**config.mk**
```make
export PLATFORM = sky130hd
export DESIGN_NAME = axis_skid_buffer
export DESIGN_NICKNAME = d
export VERILOG_FILES = /design/src/hdl/axis_skid_buffer.sv
export VERILOG_INCLUDE_DIRS = /design/src /design/src/hdl
export SDC_FILE = /design/constraint.sdc
export NUM_CORES = 1
export LEC_CHECK = 0
export ABC_AREA = 1
export BUFFER_PORTS_ARGS = -buffer_cell sky130_fd_sc_hd__buf_2
export CORE_MARGIN = 2
export CORE_UTILIZATION = 56
export DETAILED_ROUTE_END_ITERATION = 16
export GPL_TIMING_DRIVEN = 0
export PLACE_DENSITY = 0.84
export SETUP_SLACK_MARGIN = 0.5
export SLEW_MARGIN = 40
export SYNTH_ARGS = -nofsm -noshare
export SYNTH_HDL_FRONTEND = slang
export SYNTH_SLANG_ARGS = --single-unit
export TNS_END_PERCENT = 50
```
**constraint.sdc**
```tcl
create_clock -name clk -period 7.5 [get_ports clk]
set_clock_uncertainty 0.15 [all_clocks]
set_input_delay 0.75 -clock clk [delete_from_list [all_inputs] [get_ports clk]]
set_output_delay 0.75 -clock clk [all_outputs]
set_load 0.03 [all_outputs]
```
**src/hdl/mac_ctrl_settings.svh**
```systemverilog
// MAC control transmitter settings: stream widths and control frame layout sizes
`ifndef MAC_CTRL_SETTINGS_SVH
`define MAC_CTRL_SETTINGS_SVH

// stream data path
`define MCF_DATA_W 64
`define MCF_KEEP_W 8

// control frame length in bytes, minimum frame without FCS
`define MCF_HDR_SIZE 60

// parameter bytes carried after the opcode
`define MCF_PARAMS_SIZE 18

// beats per control frame at 8 lanes
`define MCF_CYCLE_CNT 8

// beat pointer width
`define MCF_PTR_W 4

// header field widths
`define MCF_MAC_W 48
`define MCF_TYPE_W 16

`endif

```
**src/hdl/axis_skid_buffer.sv**
```systemverilog
// output skid buffer: registered stream stage with a temp entry and early ready
`timescale 1ns/1ps
`default_nettype none

`include "mac_ctrl_settings.svh"

module axis_skid_buffer (
    input  wire logic                   clk,
    input  wire logic                   rst,

    // beats from the scheduler
    input  wire logic [`MCF_DATA_W-1:0] int_data,
    input  wire logic [`MCF_KEEP_W-1:0] int_keep,
    input  wire logic                   int_valid,
    input  wire logic                   int_last,
    output logic                        ready_early,
    output logic                        ready_reg,

    // registered output stream
    output logic [`MCF_DATA_W-1:0]      m_axis_tdata,
    output logic [`MCF_KEEP_W-1:0]      m_axis_tkeep,
    output logic                        m_axis_tvalid,
    input  wire logic                   m_axis_tready,
    output logic                        m_axis_tlast
);

    // output entry
    logic [`MCF_DATA_W-1:0] out_data_reg;
    logic [`MCF_KEEP_W-1:0] out_keep_reg;
    logic                   out_last_reg;
    logic                   out_valid_reg, out_valid_next;

    // temp entry, only used under back-pressure
    logic [`MCF_DATA_W-1:0] tmp_data_reg;
    logic [`MCF_KEEP_W-1:0] tmp_keep_reg;
    logic                   tmp_last_reg;
    logic                   tmp_valid_reg, tmp_valid_next;

    logic                   int_to_out;
    logic                   int_to_tmp;
    logic                   tmp_to_out;

    assign m_axis_tdata  = out_data_reg;
    assign m_axis_tkeep  = out_keep_reg;
    assign m_axis_tvalid = out_valid_reg;
    assign m_axis_tlast  = out_last_reg;

    // ready next cycle unless temp could fill up
    assign ready_early = m_axis_tready ||
                         (!tmp_valid_reg && (!out_valid_reg || !int_valid));

    always_comb begin
        out_valid_next = out_valid_reg;
        tmp_valid_next = tmp_valid_reg;
        int_to_out     = 1'b0;
        int_to_tmp     = 1'b0;
        tmp_to_out     = 1'b0;

        if (ready_reg) begin
            if (m_axis_tready || !out_valid_reg) begin
                // output free or draining
                out_valid_next = int_valid;
                int_to_out     = 1'b1;
            end else begin
                tmp_valid_next = int_valid;
                int_to_tmp     = 1'b1;
            end
        end else if (m_axis_tready) begin
            // no input this cycle, drain temp into output
            out_valid_next = tmp_valid_reg;
            tmp_valid_next = 1'b0;
            tmp_to_out     = 1'b1;
        end
    end

    always_ff @(posedge clk) begin
        if (rst) begin
            out_valid_reg <= 1'b0;
            tmp_valid_reg <= 1'b0;
            ready_reg     <= 1'b0;
        end else begin
            out_valid_reg <= out_valid_next;
            tmp_valid_reg <= tmp_valid_next;
            ready_reg     <= ready_early;
        end
    end

    // payload path
    always_ff @(posedge clk) begin
        if (int_to_out) begin
            out_data_reg <= int_data;
            out_keep_reg <= int_keep;
            out_last_reg <= int_last;
        end else if (tmp_to_out) begin
            out_data_reg <= tmp_data_reg;
            out_keep_reg <= tmp_keep_reg;
            out_last_reg <= tmp_last_reg;
        end
        if (int_to_tmp) begin
            tmp_data_reg <= int_data;
            tmp_keep_reg <= int_keep;
            tmp_last_reg <= int_last;
        end
    end

endmodule

`default_nettype wire

```
==> results.yml, run 1 <==
worst_hold_path:
  worstHoldEndpoint: "tmp_keep_reg[3]$_DFFE_PP_"
  hold_depth: 1
  hold_path_class: "in2reg"
  worstHoldStart: "int_keep[3]"
critical_path:
  r2r_end: "m_axis_tdata[10]$_DFFE_PP_"
  path_cells: "a21o_1 > nand2_1 > buf_2"
  cp-end-kind: "primary output"
  worstPathRequired_ns: 6.60
  cp_max_fo: 5
  max_stage_delay_ns: 0.43
  reg2reg_slack_ns: 5.39
  cp.arrival_ns: 1.35
  timing.rr.start: "ready_reg$_SDFF_PP0_"
  cp_slowest_cell: "dfxtp_1"
  cp-start-kind: "flop"
  r2r_cells: 6
  critPathTopFamily: "flip-flops"
  crit_type: "reg2out"
  crit_buf_inv: 1
route:
  via_per_inst: 5.27
  wl_per_cell_um: 15.9
  drc: 0
  postRouteWirelength_um: 11600
  drt_iter0_markers: 240
  wl_met3_um: 847
  firstDrtPassIters: 5
  vias: 3839
  met2_wirelength_um: 5890
  ant_nets: 0
  drt-met1-wl_um: 4570
  routed.top_layer: "met4"
final_layout:
  area_growth_pct: 28.3
  fin_nets: 660
  fin_util_pct: 73.8
  num_antenna_cells: 0
  drive_gt1_share_pct: 35.6
  final_area_mm2: 0.00721
power:
  netSwitchingFraction_pct: 23.8
  power.leakage_nw: 3.11
  max-vdd-ir-drop_mv: 0.206
  power_frac_seq_pct: 47.2
  internal_power_w: 0.00159
  p_sw_w: 0.000495
  power_frac_comb_pct: 11.2
  p_per_area_mw_per_mm2: 289
  power_frac_clock_pct: 41.6
place:
  pre_cts_ws_ns: 4.88
  place_congestion: 0.798
  numPortBuffers: 152
  dp_hpwl_um: 7700
  placed_cell_area_mm2: 0.00660
sta:
  slew_violations: 0
  setup_viol: 0
  finalWorstPathRequiredPeriod_ns: 2.25
  rsz0062_at_grt: "no"
  setup_tns_ns: 0
  tightestPinTransition_ns: 0.532
  hold_viol_final: 0
  max_freq_mhz: 444
  finalCritPeriodShare_pct: 30.1
  slew_headroom_pct: 64.5
  setup_ws_ns: 5.25
logic_synthesis:
  yosysSeqAreaShare_pct: 79.1
  syn-cell-area_mm2: 0.00562
  syn_nets: 487
  synthDistinctLibCells: 15
  avgSynthCellArea_um2: 13.7
  ys_warn_count: 0
  synthCells: 410
  ys_ff_latch: 149
run_status:
  status: "finished clean"
floorplan:
  die_height_um: 104
  num_rows: 36
  die-area_mm2: 0.0109
  core-area_mm2: 0.00977
  boundaryPins: 153
  die_w_um: 104
  initial_core_util_pct: 57.5
global_routing:
  grt_max_degree: 46
  grt_pass1_wl_um: 18300
  grt_pass1_vias: 3799
  antenna_found_initial: 0
  grt_usage_pct: 22.2
  grt-ovfl-total: 0
clocking:
  cts_hold_buf: 0
  cts_resized: 0
  cts_num_sinks: 149
  numCtsBuffers: 17
  cts_max_level: 4
  clkTransAtPathRegs_ns: 0.06
  cts_setup_buffers: 0
  clk_path_buf_depth: 2
  cts_tree: "yes"
  cts-root-buf: "clkbuf_8"
  clk_latency_ns: 0.53
job:
  cap_viol_max_count: 0
-- cells by family after synthesis --
kind of cell | synth area share, %
AOI/OAI and AO/OA | 0.423
buffers and inverters | 3.41
and+or+nand+nor | 17.1
DFF | 79.1
-- per-layer routing --
layer	up-vias	GRT usage (%)
met3	23	6.64
met5	-	0
li1	1811	-
met2	170	35.9
met1	1835	27.6
met4	0	10.6
-- synth_stat cells --
cell      count  area (um^2)
a21o_1        1         7.51
a21oi_1       2         10.0
a31oi_1       1         6.26
buf_2        12         60.1
buf_4         3         22.5
buf_6         8         90.1
clkbuf_1      2         7.51
dfxtp_1       3         60.1
edfxtp_1    146         4380
inv_1         2         7.51
inv_2         1         3.75
nand2_1     151          567
nand2_2       1         6.26
nand3_1      76          380
nand4_1       1         6.26
-- worst max path at each step --
stage | startpoint | endpoint | cells after the start
CTS | m_axis_tvalid$_SDFFE_PP0P_ | ready_early | 3
detailed placement | m_axis_tready | m_axis_tdata[10]$_DFFE_PP_ | 8
global placement | m_axis_tready | m_axis_tdata[14]$_DFFE_PP_ | 7
floorplan | m_axis_tready | m_axis_tdata[0]$_DFFE_PP_ | 6
global route | m_axis_tvalid$_SDFFE_PP0P_ | ready_early | 3
finish | m_axis_tvalid$_SDFFE_PP0P_ | ready_early | 3
-- per-stage QoR --
stage	instances	total power (W)	hold WS, ns
floorplan	410	0.00115	0.315
CTS	729	0.00210	0.234
finish	729	0.00208	0.259
detailed placement	697	0.00123	0.348
global placement	695	0.00123	0.327
global route	729	0.00214	0.238
-- worst register-to-register path, stage by stage (launching register included) --
cell	delay [ns]
dfxtp_1	0.34
buf_2	0.18
nand2_1	0.10
buf_6	0.17
buf_6	0.15
nand2_4	0.39
buf_12	0.31
-- power by group through the flow --
stage / registers, W / clock network, W / logic, W
after floorplan: 0.00108 / 0 / 0.0000663
after global placement: 0.00100 / 0 / 0.000223
after detailed placement: 0.00100 / 0 / 0.000233
after CTS: 0.000983 / 0.000880 / 0.000234
after global routing: 0.000986 / 0.000906 / 0.000250
final: 0.000982 / 0.000866 / 0.000232
-- cell usage in the layout, fill, tap and decap left out, types with 2 or more instances in the layout --
cell	Yosys	routed
buf_4	3	3
buf_12	0	2
buf_6	8	8
nand3_1	76	76
dfxtp_1	3	3
clkbuf_16	0	16
clkinvlp_4	0	5
clkbuf_8	0	2
edfxtp_1	146	146
bufinv_16	0	4
a21oi_1	2	2
nand2_1	151	150
clkbuf_1	2	3
buf_2	12	164
clkinv_2	0	3
-- cell type report --
type                            instances  area [um^2]
Inverter                                3         16.3
Clock buffer                           19          432
Multi-Input combinational cell        233          991
Tap cell                              133          166
Clock inverter                         13          181
Sequential cell                       149         4440
Buffer                                 25          180
Timing Repair Buffer                  154          801
Fill cell                             653         2560
Note: power is estimated with default switching activity, not from simulation.
==> run 2, diff against run 1 <==
--- a/config.mk
+++ b/config.mk
@@ -6,13 +6,13 @@
 export SDC_FILE = /design/constraint.sdc
 export NUM_CORES = 1
 export LEC_CHECK = 0
-export ABC_AREA = 1
+export ABC_AREA = 0
 export BUFFER_PORTS_ARGS = -buffer_cell sky130_fd_sc_hd__buf_2
 export CORE_MARGIN = 2
-export CORE_UTILIZATION = 56
+export CORE_UTILIZATION = 52
 export DETAILED_ROUTE_END_ITERATION = 16
 export GPL_TIMING_DRIVEN = 0
-export PLACE_DENSITY = 0.84
+export PLACE_DENSITY = 0.79
 export SETUP_SLACK_MARGIN = 0.5
 export SLEW_MARGIN = 40
 export SYNTH_ARGS = -nofsm -noshare
==> constraint.sdc (replaced) <==
create_clock -name clk -period 2.22 [get_ports clk]
set_clock_uncertainty 0.15 [all_clocks]
set_input_delay 0.222 -clock clk [delete_from_list [all_inputs] [get_ports clk]]
set_output_delay 0.222 -clock clk [all_outputs]
set_load 0.03 [all_outputs]
==> run 2 against run 1 <==
Net effect: wire length fell by 2.0%; highest routed layer unchanged; sequential share of layout area fell by 6.9 points; design area increased by 13%.
==> results.yml, run 2 <==
clocking:
  clk_latency_ns: 0.51
  cts_num_sinks: 149
  cts_max_level: 4
  clkTransAtPathRegs_ns: 0.06
  cts-root-buf: "clkbuf_8"
  numCtsBuffers: 17
  cts_tree: "yes"
  clk_path_buf_depth: 2
floorplan:
  initial_core_util_pct: 52.9
  core-area_mm2: 0.0108
  die-area_mm2: 0.0118
  die_w_um: 109
  boundaryPins: 153
  num_rows: 38
  die_height_um: 109
sta:
  setup_ws_ns: 0.504
  slew_headroom_pct: 67.5
  setup_viol: 0
  hold_viol_final: 0
  max_freq_mhz: 583
  setup_tns_ns: 0
  rsz0062_at_grt: "yes"
  hold_slack_ns: 0.288
  slew_violations: 0
  finalCritPeriodShare_pct: 77.3
  finalWorstPathRequiredPeriod_ns: 1.72
  tightestPinTransition_ns: 0.488
route:
  drc: 0
  firstDrtPassIters: 4
  via_per_inst: 4.88
  ant_nets: 0
  vias: 3165
  wl_per_cell_um: 17.6
  postRouteWirelength_um: 11400
  drt_iter0_markers: 123
logic_synthesis:
  yosysTopAreaCellShare_pct: 76.7
  synthAdderAreaFrac_pct: 0
  synth_simple_gate_area_share_pct: 0.723
  yosysSeqAreaShare_pct: 77.8
  syn_nets: 321
  synth_area_leaders: "edfxtp_1 (77%), mux2_4 (16%), mux2_2 (2.8%)"
  synthArstFlopShare_pct: 0
  muxShareOfSynthArea_pct: 18.3
  ys_warn_count: 0
  synthCells: 244
  syn-cell-area_mm2: 0.00571
  synthTopCellsByCount: "edfxtp_1 (146), mux2_4 (59), mux2_2 (14)"
  ys_ff_latch: 149
  synth_compound_area_share_pct: 0.788
  yosysTopAreaCell: "edfxtp_1"
  synthFlopType: "edfxtp_1"
  avgSynthCellArea_um2: 23.4
  synthDistinctLibCells: 19
  yosys.area_share.xor_xnor_pct: 0
  synth_top_family_by_area: "multiplexers"
  synth_edf_count: 146
  yosysMostFrequentCell: "edfxtp_1"
power:
  p_per_area_mw_per_mm2: 877
  power_frac_clock_pct: 41.4
  power.total_w: 0.00713
  internal_power_w: 0.00557
  p_sw_w: 0.00156
  power_frac_seq_pct: 46.2
  max-vdd-ir-drop_mv: 0.499
  power_frac_comb_pct: 12.4
  power.leakage_nw: 3.32
  netSwitchingFraction_pct: 21.8
final_layout:
  final_cell_mix: "buf_2 (152), edfxtp_1 (146), dlygate4sd3_1 (78)"
  drive_gt1_share_pct: 53.7
  area_growth_pct: 42.3
  fin_nets: 575
  instances_no_fill: 648
  num_antenna_cells: 0
  mostFrequentLayoutCell: "buf_2"
  fill_cells: 605
critical_path:
  cp-start-kind: "primary input"
  worstPathRequired_ns: 1.85
  cp_slowest_cell: "dlygate4sd3_1"
  cp-end-kind: "primary output"
  max_stage_delay_ns: 0.54
  crit_type: "in2out"
  path_cells: "dlygate4sd3_1 > buf_2 > or2_4 > buf_6"
  cp.arrival_ns: 1.34
  cp_max_fo: 6
global_routing:
  grt_pass1_vias: 3431
  grt_pass1_wl_um: 17000
  grt_max_degree: 43
  grt-ovfl-total: 0
  antenna_found_initial: 0
  grt_usage_pct: 19.7
place:
  place_congestion: 0.720
  pre_cts_ws_ns: 0.401
  dp_hpwl_um: 6440
  dp_cells: 538
  numPortBuffers: 152
worst_hold_path:
  hold_path_class: "in2reg"
job:
  cap_viol_max_count: 0
run_status:
  status: "finished clean"
[run 2: worst paths after layout]
check / from / to / cells after the start / slack [ns]
max reg2reg: m_axis_tvalid$_SDFFE_PP0P_ / m_axis_tdata[15]$_DFFE_PP_ / 5 / 0.53
min reg2reg: tmp_data_reg[45]$_DFFE_PP_ / m_axis_tdata[45]$_DFFE_PP_ / 1 / 0.39
min: int_keep[1] / tmp_keep_reg[1]$_DFFE_PP_ / 2 / 0.29
max: m_axis_tready / ready_early / 4 / 0.50
[run 2: area by class of cell]
class	count	area, um^2	share of cell area, %
inverter	1	3.75	0.0462
buffer	8	136	1.68
tap	140	175	2.15
timing repair buffer	234	1600	19.7
clock inverter	10	183	2.25
multi-input combinational	87	1160	14.3
sequential	149	4450	54.7
clock buffer	19	422	5.19
[run 2: timing repair]
action	in CTS	in global routing
resized for setup	3	1
pin swaps	0	2
hold buffers	78	0
buffers inserted	1	1
endpoints found under the hold margin	149	0
cloned	1	0
setup endpoints to repair	39	141
[run 2: critical path: cells and delay by family]
family / cells / cell delay (ns)
buf+inv: 3 / 0.86
simple gates: 1 / 0.27
[run 2: cell families (layout without fill, tap and decap cells)]
group           after synthesis  count (layout)
compound gates                6               6
flops                       149             149
buf+inv                       9             272
simple gates                  7               8
mux                          73              73
[run 2: metal layers]
layer  vias to the layer above  GRT usage, %  routed length [um]
met4                         0          7.05                 158
li1                       1481             -                   -
met2                       109          34.7                5920
met5                         -             0                   0
met1                      1559          23.1                4680
met3                        16          5.38                 632
[run 2: power by group through the flow]
stage | clock, W | combinational (W) | sequential [W]
after floorplan | 0 | 0.000274 | 0.00359
after global placement | 0 | 0.000744 | 0.00335
after detailed placement | 0 | 0.000766 | 0.00335
after CTS | 0.00300 | 0.000881 | 0.00329
after global routing | 0.00311 | 0.000933 | 0.00331
final | 0.00295 | 0.000884 | 0.00329
[run 2: through the flow]
step / util (%) / area (um^2)
3_3_place_gp: 61.8 / 6670
3_5_place_dp: 62.1 / 6710
2_1_floorplan: - / 5730
5_1_grt: 75.3 / 8130
6_report: 75.3 / 8130
4_1_cts: 75.2 / 8120
