--- config.mk ---
export PLATFORM = sky130hd
export DESIGN_NAME = mcf_tx_scheduler
export DESIGN_NICKNAME = d
export VERILOG_FILES = /design/src/hdl/mac_ctrl_pkg.sv /design/src/hdl/mcf_tx_scheduler.sv
export VERILOG_INCLUDE_DIRS = /design/src /design/src/hdl
export SDC_FILE = /design/constraint.sdc
export NUM_CORES = 1
export LEC_CHECK = 0
export BUFFER_PORTS_ARGS = -buffer_cell sky130_fd_sc_hd__buf_2
export CAP_MARGIN = 25
export CORE_AREA = 2 2 90 92
export DETAILED_ROUTE_END_ITERATION = 12
export DIE_AREA = 0 0 92 94
export GPL_TIMING_DRIVEN = 0
export PLACE_DENSITY = 0.58
export SYNTH_ARGS = -nofsm -noshare
export SYNTH_HDL_FRONTEND = slang
export SYNTH_SLANG_ARGS = --single-unit
--- constraint.sdc ---
create_clock -name clk -period 1.3 [get_ports clk]
set_input_delay 0 -clock clk [delete_from_list [all_inputs] [get_ports clk]]
set_output_delay 0 -clock clk [all_outputs]
set_load 0.05 [all_outputs]
--- src/hdl/mac_ctrl_settings.svh ---
// MAC control transmitter settings: stream widths and control frame layout sizes
`ifndef MAC_CTRL_SETTINGS_SVH
`define MAC_CTRL_SETTINGS_SVH

// stream data path
`define MCF_DATA_W 64
`define MCF_KEEP_W 8

// control frame length in bytes, minimum frame without FCS
`define MCF_HDR_SIZE 60

// parameter bytes carried after the opcode
`define MCF_PARAMS_SIZE 18

// beats per control frame at 8 lanes
`define MCF_CYCLE_CNT 8

// beat pointer width
`define MCF_PTR_W 4

// header field widths
`define MCF_MAC_W 48
`define MCF_TYPE_W 16

`endif

--- src/hdl/mac_ctrl_pkg.sv ---
// MAC control transmitter package: scheduler state and control opcode types
`default_nettype none

`include "mac_ctrl_settings.svh"

package mac_ctrl_pkg;

    // frame scheduler states
    // idle sits between frames, pause is only granted here
    typedef enum logic [1:0] {
        ST_IDLE = 2'd0,
        ST_DATA = 2'd1,
        ST_MCF  = 2'd2
    } sched_state_t;

    // MAC control opcodes
    // 802.3x pause and 802.1Qbb priority flow control
    typedef enum logic [`MCF_TYPE_W-1:0] {
        OP_PAUSE = 16'h0001,
        OP_PFC   = 16'h0101
    } mcf_opcode_t;

endpackage

`default_nettype wire

--- src/hdl/mcf_tx_scheduler.sv ---
// MAC control frame scheduler: merges data and control frames, drives readies and pause
`timescale 1ns/1ps
`default_nettype none

`include "mac_ctrl_settings.svh"

module mcf_tx_scheduler (
    input  wire logic                   clk,
    input  wire logic                   rst,

    // data frame input
    input  wire logic [`MCF_DATA_W-1:0] s_axis_tdata,
    input  wire logic [`MCF_KEEP_W-1:0] s_axis_tkeep,
    input  wire logic                   s_axis_tvalid,
    output logic                        s_axis_tready,
    input  wire logic                   s_axis_tlast,

    // control frame handshake
    input  wire logic                   mcf_valid,
    output logic                        mcf_ready,

    // pause and status
    input  wire logic                   tx_pause_req,
    output logic                        tx_pause_ack,
    output logic                        stat_tx_mcf,

    // serializer link
    input  wire logic [`MCF_DATA_W-1:0] beat_data,
    input  wire logic [`MCF_KEEP_W-1:0] beat_keep,
    input  wire logic                   beat_last,
    input  wire logic                   beat_penult,
    output logic                        mcf_start,
    output logic                        mcf_advance,

    // beats towards the skid buffer
    output logic [`MCF_DATA_W-1:0]      int_data,
    output logic [`MCF_KEEP_W-1:0]      int_keep,
    output logic                        int_valid,
    output logic                        int_last,
    input  wire logic                   ready_early,
    input  wire logic                   ready_reg
);

    mac_ctrl_pkg::sched_state_t state_reg, state_next;

    logic s_axis_tready_reg, s_axis_tready_next;
    logic mcf_ready_reg, mcf_ready_next;
    logic tx_pause_ack_reg, tx_pause_ack_next;
    logic stat_tx_mcf_reg, stat_tx_mcf_next;

    // data beat handshake on the input side
    logic data_xfer;

    assign data_xfer = s_axis_tvalid && s_axis_tready_reg;

    assign s_axis_tready = s_axis_tready_reg;
    assign mcf_ready     = mcf_ready_reg;
    assign tx_pause_ack  = tx_pause_ack_reg;
    assign stat_tx_mcf   = stat_tx_mcf_reg;

    always_comb begin
        state_next         = state_reg;
        s_axis_tready_next = 1'b0;
        mcf_ready_next     = 1'b0;
        tx_pause_ack_next  = tx_pause_ack_reg;
        stat_tx_mcf_next   = 1'b0;
        mcf_start          = 1'b0;
        mcf_advance        = 1'b0;

        // data passes through by default, valid only on a real transfer
        int_data  = s_axis_tdata;
        int_keep  = s_axis_tkeep;
        int_valid = 1'b0;
        int_last  = s_axis_tlast;

        case (state_reg)
            mac_ctrl_pkg::ST_IDLE: begin
                // frame boundary, pause may hold off new data
                s_axis_tready_next = ready_early && !tx_pause_req;
                tx_pause_ack_next  = tx_pause_req;
                if (data_xfer) begin
                    s_axis_tready_next = ready_early;
                    tx_pause_ack_next  = 1'b0;
                    int_valid          = 1'b1;
                    if (s_axis_tlast) begin
                        // single beat frame, give a waiting control frame its turn
                        s_axis_tready_next = ready_early && !tx_pause_req && !mcf_valid;
                    end else begin
                        state_next = mac_ctrl_pkg::ST_DATA;
                    end
                end else if (mcf_valid) begin
                    s_axis_tready_next = 1'b0;
                    mcf_start          = 1'b1;
                    state_next         = mac_ctrl_pkg::ST_MCF;
                end
            end
            mac_ctrl_pkg::ST_DATA: begin
                s_axis_tready_next = ready_early;
                if (data_xfer) begin
                    int_valid = 1'b1;
                    if (s_axis_tlast) begin
                        s_axis_tready_next = ready_early && !tx_pause_req;
                        state_next         = mac_ctrl_pkg::ST_IDLE;
                        if (mcf_valid) begin
                            // control frame follows straight after this one
                            s_axis_tready_next = 1'b0;
                            mcf_start          = 1'b1;
                            state_next         = mac_ctrl_pkg::ST_MCF;
                        end
                    end
                end
            end
            mac_ctrl_pkg::ST_MCF: begin
                int_data  = beat_data;
                int_keep  = beat_keep;
                int_last  = 1'b0;
                // last beat held back, ready pulse lines up with its acceptance
                mcf_ready_next = beat_last && ready_early;
                if (ready_reg) begin
                    mcf_advance = 1'b1;
                    int_valid   = 1'b1;
                    if (beat_last) begin
                        int_last           = 1'b1;
                        mcf_ready_next     = 1'b0;
                        stat_tx_mcf_next   = 1'b1;
                        s_axis_tready_next = ready_early && !tx_pause_req;
                        // back at a boundary, ack tracks the request with the ready
                        tx_pause_ack_next  = tx_pause_req;
                        state_next         = mac_ctrl_pkg::ST_IDLE;
                    end else begin
                        // pointer moves to the last beat on this edge
                        mcf_ready_next = beat_penult && ready_early;
                    end
                end
            end
            default: begin
                state_next = mac_ctrl_pkg::ST_IDLE;
            end
        endcase
    end

    always_ff @(posedge clk) begin
        if (rst) begin
            state_reg         <= mac_ctrl_pkg::ST_IDLE;
            s_axis_tready_reg <= 1'b0;
            mcf_ready_reg     <= 1'b0;
            tx_pause_ack_reg  <= 1'b0;
            stat_tx_mcf_reg   <= 1'b0;
        end else begin
            state_reg         <= state_next;
            s_axis_tready_reg <= s_axis_tready_next;
            mcf_ready_reg     <= mcf_ready_next;
            tx_pause_ack_reg  <= tx_pause_ack_next;
            stat_tx_mcf_reg   <= stat_tx_mcf_next;
        end
    end

endmodule

`default_nettype wire

==> impl_metrics.tcl, run 1 <==
set metrics [dict create \
    p_leak_nw 2.158 \
    total_power_mw 3.633 \
    drv_cap 0 \
    synth_top_area_share_pct 65.28 \
    dieArea_um2 8648 \
    violations "setup timing" \
    r2r_slack_ps 100 \
    clock_path_buffers 2 \
    status "complete, but fails checks" \
    fin_ws_ps -163.1 \
    num_rows 32 \
    dieWidth_um 92 \
    critPathKind "register to output port" \
    multi_input_area_um2 1272 \
    ir_drop_mv 0.4764 \
    areaGrowthSynthToFinish_pct 191.8 \
    synthCells 269 \
    routabilityCongestion 0.7968 \
    drv_slew 0 \
    yosysWarnings 0 \
    final_nets 676 \
    fmax_ghz 0.6835 \
    clkSlewWorstSetupHoldPaths_ps 40 \
    finalHoldViolCount 0 \
    core_um2 7607 \
    maxSlewHeadroom_pct 83.89 \
    place_hpwl_um 5406 \
    initialDrtViolationCount 41 \
    setup_violations 74 \
    antenna_cells 0 \
    ff2ff_path_depth 5 \
    clk_latency_ps 220 \
    synth-edff-count 0 \
    track_usage_pct 14.75 \
    worstMarginPinSlew_ps 241.1 \
    drc 0 \
    grt_pass1_wl_um 10640 \
    final_cells 622 \
    largest_reg_flops 2 \
    hold_path_class "primary input to register" \
    synth_common_cells "220 x nand2_1, 11 x buf_6, 6 x buf_2, 6 x dfxtp_1" \
    syn_nets 423 \
    clock_skew_ps 2.337 \
    wl_per_cell_um 12.55 \
    hold_path_depth 2 \
    synthArstFlopShare_pct 0 \
    ctsHoldBuffers 0 \
    crit_path_end_kind "output port" \
    synth_area_leaders "nand2_1 65%, buf_6 9.8%, dfxtp_1 9.5%" \
    grt_start_max_net_pins 11 \
    synth_most_common_cell "nand2_1" \
    synth-seq-cells 6 \
    drt-total-wl_um 7806 \
    h-tree-depth 1 \
    cts-root-buf "clkbuf_8" \
    antenna_found_initial 0 \
    cp_max_fo 5 \
    global_route.overflow_total 0 \
    drt_pre_antenna_iters 4 \
    r2r-end "tx_pause_ack$_SDFFE_PP0P_" \
    synthDistinctLibCells 20 \
    r2r_start "state_reg[0]$_SDFFE_PP0P_" \
    pin_count 234 \
    io_buffers 233 \
    hold_start "rst" \
    rsz0062_at_grt "true" \
    cp-start-kind "register" \
    min_to "state_reg[0]$_SDFFE_PP0P_" \
    synth_ff_type "dfxtp_1" \
    finalCriticalPeriod_ps 1463 \
    fillCellCount 756 \
    period_share_pct 112.5 \
    ys_seq_area_share_pct 9.496 \
    dp.cells 604 \
    synth.avg_cell_area_um2 4.702 \
    ant_nets 0 \
    route.vias.total 2584 \
    cts_tree "done" \
    viasPerCell 4.154 \
    start_util_pct 16.63 \
    cts_buffers 3 \
    arrival_ps 1460 \
    syn_area_um2 1265 \
    required_ps 1300 \
    cts_sinks 6 \
    seqCellArea_um2 126.4 \
    powerDensity_nw_per_um2 984.4 \
    drive_above_1_share_pct 70.38 \
    die_height_um 94 \
    yosysTopAreaCell "nand2_1" \
    grt_pass1_vias 2397 \
]
## power by group
| part | internal (mW) | switching, mW |
|---|---|---|
| clock network | 0.199 | 0.0857 |
| registers | 0.196 | 0.00936 |
| logic | 1.26 | 1.89 |
## worst max path at each step
stage / depth (start not counted) / startpoint / slack, ps / end
floorplan: 3 / s_axis_tready$_SDFF_PP0_ / 7 / mcf_start
global placement: 6 / state_reg[1]$_SDFFE_PP0P_ / -140 / int_data[11]
detailed placement: 6 / state_reg[1]$_SDFFE_PP0P_ / -150 / int_data[11]
CTS: 6 / state_reg[0]$_SDFFE_PP0P_ / -120 / int_data[48]
global route: 6 / state_reg[0]$_SDFFE_PP0P_ / -200 / int_data[39]
finish: 6 / state_reg[0]$_SDFFE_PP0P_ / -160 / int_data[39]
## layer usage
layer | global-route usage [%] | vias to the layer above | share of wire [%]
li1 | - | 1316 | -
met1 | 16.64 | 1139 | 37
met2 | 28.31 | 113 | 54
met3 | 2.327 | 16 | 6.5
met4 | 4.478 | 0 | 2.0
met5 | 0 | - | 0
## through the flow
stage | setup WS (ps) | util, % | hold WS, ps | TNS [ps] | area, um^2
2_1_floorplan | 6.814 | - | 72.38 | 0 | 1286
3_3_place_gp | -137.9 | 33.91 | 251.8 | -6995 | 2580
3_5_place_dp | -146.3 | 33.91 | 250.5 | -7389 | 2580
4_1_cts | -119.6 | 41.69 | 9.854 | -6482 | 3172
5_1_grt | -201.9 | 48.52 | 25.05 | -11450 | 3691
6_report | -163.1 | 48.52 | 8.034 | -7422 | 3691
## area by class of cell
type                            instances  area share (%)
Clock buffer                            3           1.119
Tap cell                              102           3.458
Sequential cell                         6           3.424
Timing Repair Buffer                  248           51.80
Buffer                                 17           5.729
Multi-Input combinational cell        246           34.47
## placed cells by master, fill, tap and decap left out
cell type  instances
nand2b_1           3
a21oi_1            1
o21ai_2            1
mux2i_1            2
o2bb2ai_1          1
a21oi_2            2
buf_2            159
nor3b_4            1
clkbuf_16          3
nand2_2           80
clkbuf_4           2
buf_6             43
nor3_1             2
nand2_1          134
o21bai_2           1
and3_1             1
buf_8             39
or3_1              1
o21ai_0            1
nor2b_1            2
nor2_1             2
clkbuf_8           3
and2_2             1
or3b_2             1
buf_4             17
and2b_4            1
o22ai_1            1
buf_12             2
dfxtp_1            3
dfxtp_2            2
nand2_4            6
dfxtp_4            1
o22ai_2            1
## cell families (layout without fill, tap and decap cells)
family / count (synthesis) / after routing / share of synthesized area [%]
AOI/OAI and AO/OA: 9 / 9 / 4.253
buffers and inverters: 17 / 268 / 12.17
DFF: 6 / 6 / 9.496
muxes: 2 / 2 / 1.583
and+or+nand+nor: 235 / 235 / 72.50
## critical path, stage by stage (launching register included)
cell and delay (ps):
dfxtp_2 320, and2b_4 310, clkbuf_16 170, buf_8 110, nand2_1 70, nand2_1 90, buf_6 160
## what timing repair did
action / in CTS / in global routing
gates cloned: 6 / 3
pin swaps: 1 / 58
buffers inserted: 3 / 3
setup endpoints to repair: 76 / 76
gates resized for setup: 163 / 140
No activity file was read; power rests on OpenSTA's default activity.
==> run 2, diff against run 1 <==
--- a/config.mk
+++ b/config.mk
@@ -13,6 +13,7 @@
 export DIE_AREA = 0 0 92 94
 export GPL_TIMING_DRIVEN = 0
 export PLACE_DENSITY = 0.58
+export RECOVER_POWER = 25
 export SYNTH_ARGS = -nofsm -noshare
 export SYNTH_HDL_FRONTEND = slang
 export SYNTH_SLANG_ARGS = --single-unit
==> impl_metrics.tcl, run 2 (same netlist as run 1, synthesis figures left out) <==
set metrics [dict create \
    status "complete, but fails checks" \
    violations "setup timing" \
    place_hpwl_um 5406 \
    route.vias.total 2584 \
    ctsHoldBuffers 0 \
    dieArea_um2 8648 \
    p_leak_nw 2.149 \
    dieWidth_um 92 \
    arrival_ps 1460 \
    drv_slew 0 \
    cp_max_fo 5 \
    p_comb_share_pct 86.5 \
    final_common_cell "buf_2" \
    fin_ws_ps -163.1 \
    cts_buffers 3 \
    period_share_pct 112.5 \
    ir_drop_mv 0.4764 \
    required_ps 1300 \
    maxSlewHeadroom_pct 60.51 \
    swShare_pct 54.51 \
    startpoint "state_reg[0]$_SDFFE_PP0P_" \
    slowest_delay_ps 320 \
    crit_top_cell "nand2_1" \
    cts_tree "done" \
    global_route.overflow_total 0 \
    clock_path_buffers 2 \
    critPathKind "register to output port" \
    largest_reg_flops 2 \
    initialDrtViolationCount 41 \
    io_buffers 233 \
    clk_latency_ps 220 \
    cp-endpoint "int_data[39]" \
    drt-total-wl_um 7803 \
    rsz0062_at_grt "true" \
    areaGrowthSynthToFinish_pct 191.6 \
    r2r-end "tx_pause_ack$_SDFFE_PP0P_" \
    finalCriticalPeriod_ps 1463 \
    final_cells 622 \
    routabilityCongestion 0.7968 \
    viasPerCell 4.154 \
    ant_nets 0 \
    final_cell_area_um2 3689 \
    p_int_mw 1.653 \
    setup_violations 74 \
    cts_sinks 6 \
    worstMarginPinSlew_ps 594.8 \
    grt_pass1_vias 2397 \
    fmax_ghz 0.6835 \
    powerDensity_nw_per_um2 984.9 \
    post-place-ws_ps -146.3 \
    seqPwrFrac_pct 5.7 \
    die_height_um 94 \
    switchingPower_mw 1.980 \
    drt_pre_antenna_iters 4 \
    clock_skew_ps 2.337 \
    grt_pass1_wl_um 10640 \
    final_nets 676 \
    fillCellCount 757 \
    finalHoldViolCount 0 \
    track_usage_pct 14.75 \
    ff2ff_path_depth 5 \
    critical_path.cell_chain "and2b_4 -> clkbuf_16 -> buf_8 -> nand2_1 -> nand2_1 -> buf_6" \
    cp-start-kind "register" \
    total_power_mw 3.633 \
    cts-root-buf "clkbuf_8" \
    hold_ws_ps 8.027 \
    antenna_found_initial 0 \
    core_um2 7607 \
    antenna_cells 0 \
    drc 0 \
    place_area_um2 2580 \
    dp.cells 604 \
    r2r_start "state_reg[0]$_SDFFE_PP0P_" \
    r2r_slack_ps 100 \
    clkPwrFrac_pct 7.8 \
    grt_start_max_net_pins 11 \
    num_rows 32 \
    hold_path_class "primary input to register" \
    mostFrequentLayoutCells "157 x buf_2, 134 x nand2_1, 80 x nand2_2" \
    wl_per_cell_um 12.55 \
    crit_path_end_kind "output port" \
    pin_count 234 \
    h-tree-depth 1 \
    start_util_pct 16.63 \
    crit_slowest_cell "dfxtp_2" \
    drv_cap 0 \
    clkSlewWorstSetupHoldPaths_ps 40 \
    drive_above_1_share_pct 70.00 \
]
## run 2: metal layers
layer / global-route usage [%] / part of all wire (%) / up-vias
met5: 0 / 0 / -
met4: 4.478 / 2.0 / 0
met3: 2.327 / 6.5 / 16
met2: 28.31 / 54 / 113
met1: 16.64 / 37 / 1139
li1: - / - / 1316
## run 2: worst max-delay path: cells and delay by family, from the launching register on
| kind | cells | cell delay (ps) |
|---|---|---|
| flip-flops | 1 | 320 |
| AND/OR/NAND/NOR | 3 | 470 |
| buffers and inverters | 3 | 440 |
## run 2: worst min path at each step
stage                     start                        end  slack (ps)  depth (start not counted)
final                       rst  state_reg[0]$_SDFFE_PP0P_           8                          2
after CTS                   rst  state_reg[0]$_SDFFE_PP0P_          10                          2
after detailed placement    rst  state_reg[0]$_SDFFE_PP0P_         250                          2
after floorplan             rst  state_reg[0]$_SDFFE_PP0P_          70                          1
after global placement      rst  state_reg[0]$_SDFFE_PP0P_         250                          2
after global routing        rst  state_reg[0]$_SDFFE_PP0P_          30                          2
## run 2: area by class of cell
cell class	count	area, um^2	area share [%]
repair buffers	248	1909	51.76
well taps	102	127.6	3.460
multi-input cells	246	1272	34.50
clock buffers	3	41.29	1.119
plain buffers	17	211.5	5.733
flip-flops and latches	6	126.4	3.426
## run 2: power groups by stage
stage	Combinational (mW)	Sequential [mW]	Clock [mW]
after floorplan	1.62	0.228	0
after global placement	2.24	0.210	0
after detailed placement	2.25	0.211	0
after CTS	2.75	0.205	0.289
after global routing	3.29	0.206	0.302
final	3.14	0.205	0.285
## run 2: per-stage QoR
| stage | setup TNS [ps] | utilization (%) |
|---|---|---|
| finish | -7422 | 48.49 |
| global placement | -6995 | 33.91 |
| global route | -11450 | 48.49 |
| CTS | -6482 | 41.69 |
| detailed placement | -7389 | 33.91 |
| floorplan | 0 | - |
## run 2: repair_timing
item | in CTS | in global routing
setup endpoints to repair | 76 | 76
pin swaps | 1 | 58
buffers inserted | 3 | 3
resized for setup | 163 | 140
gates cloned | 6 | 3
hold endpoints to repair | 0 | 0
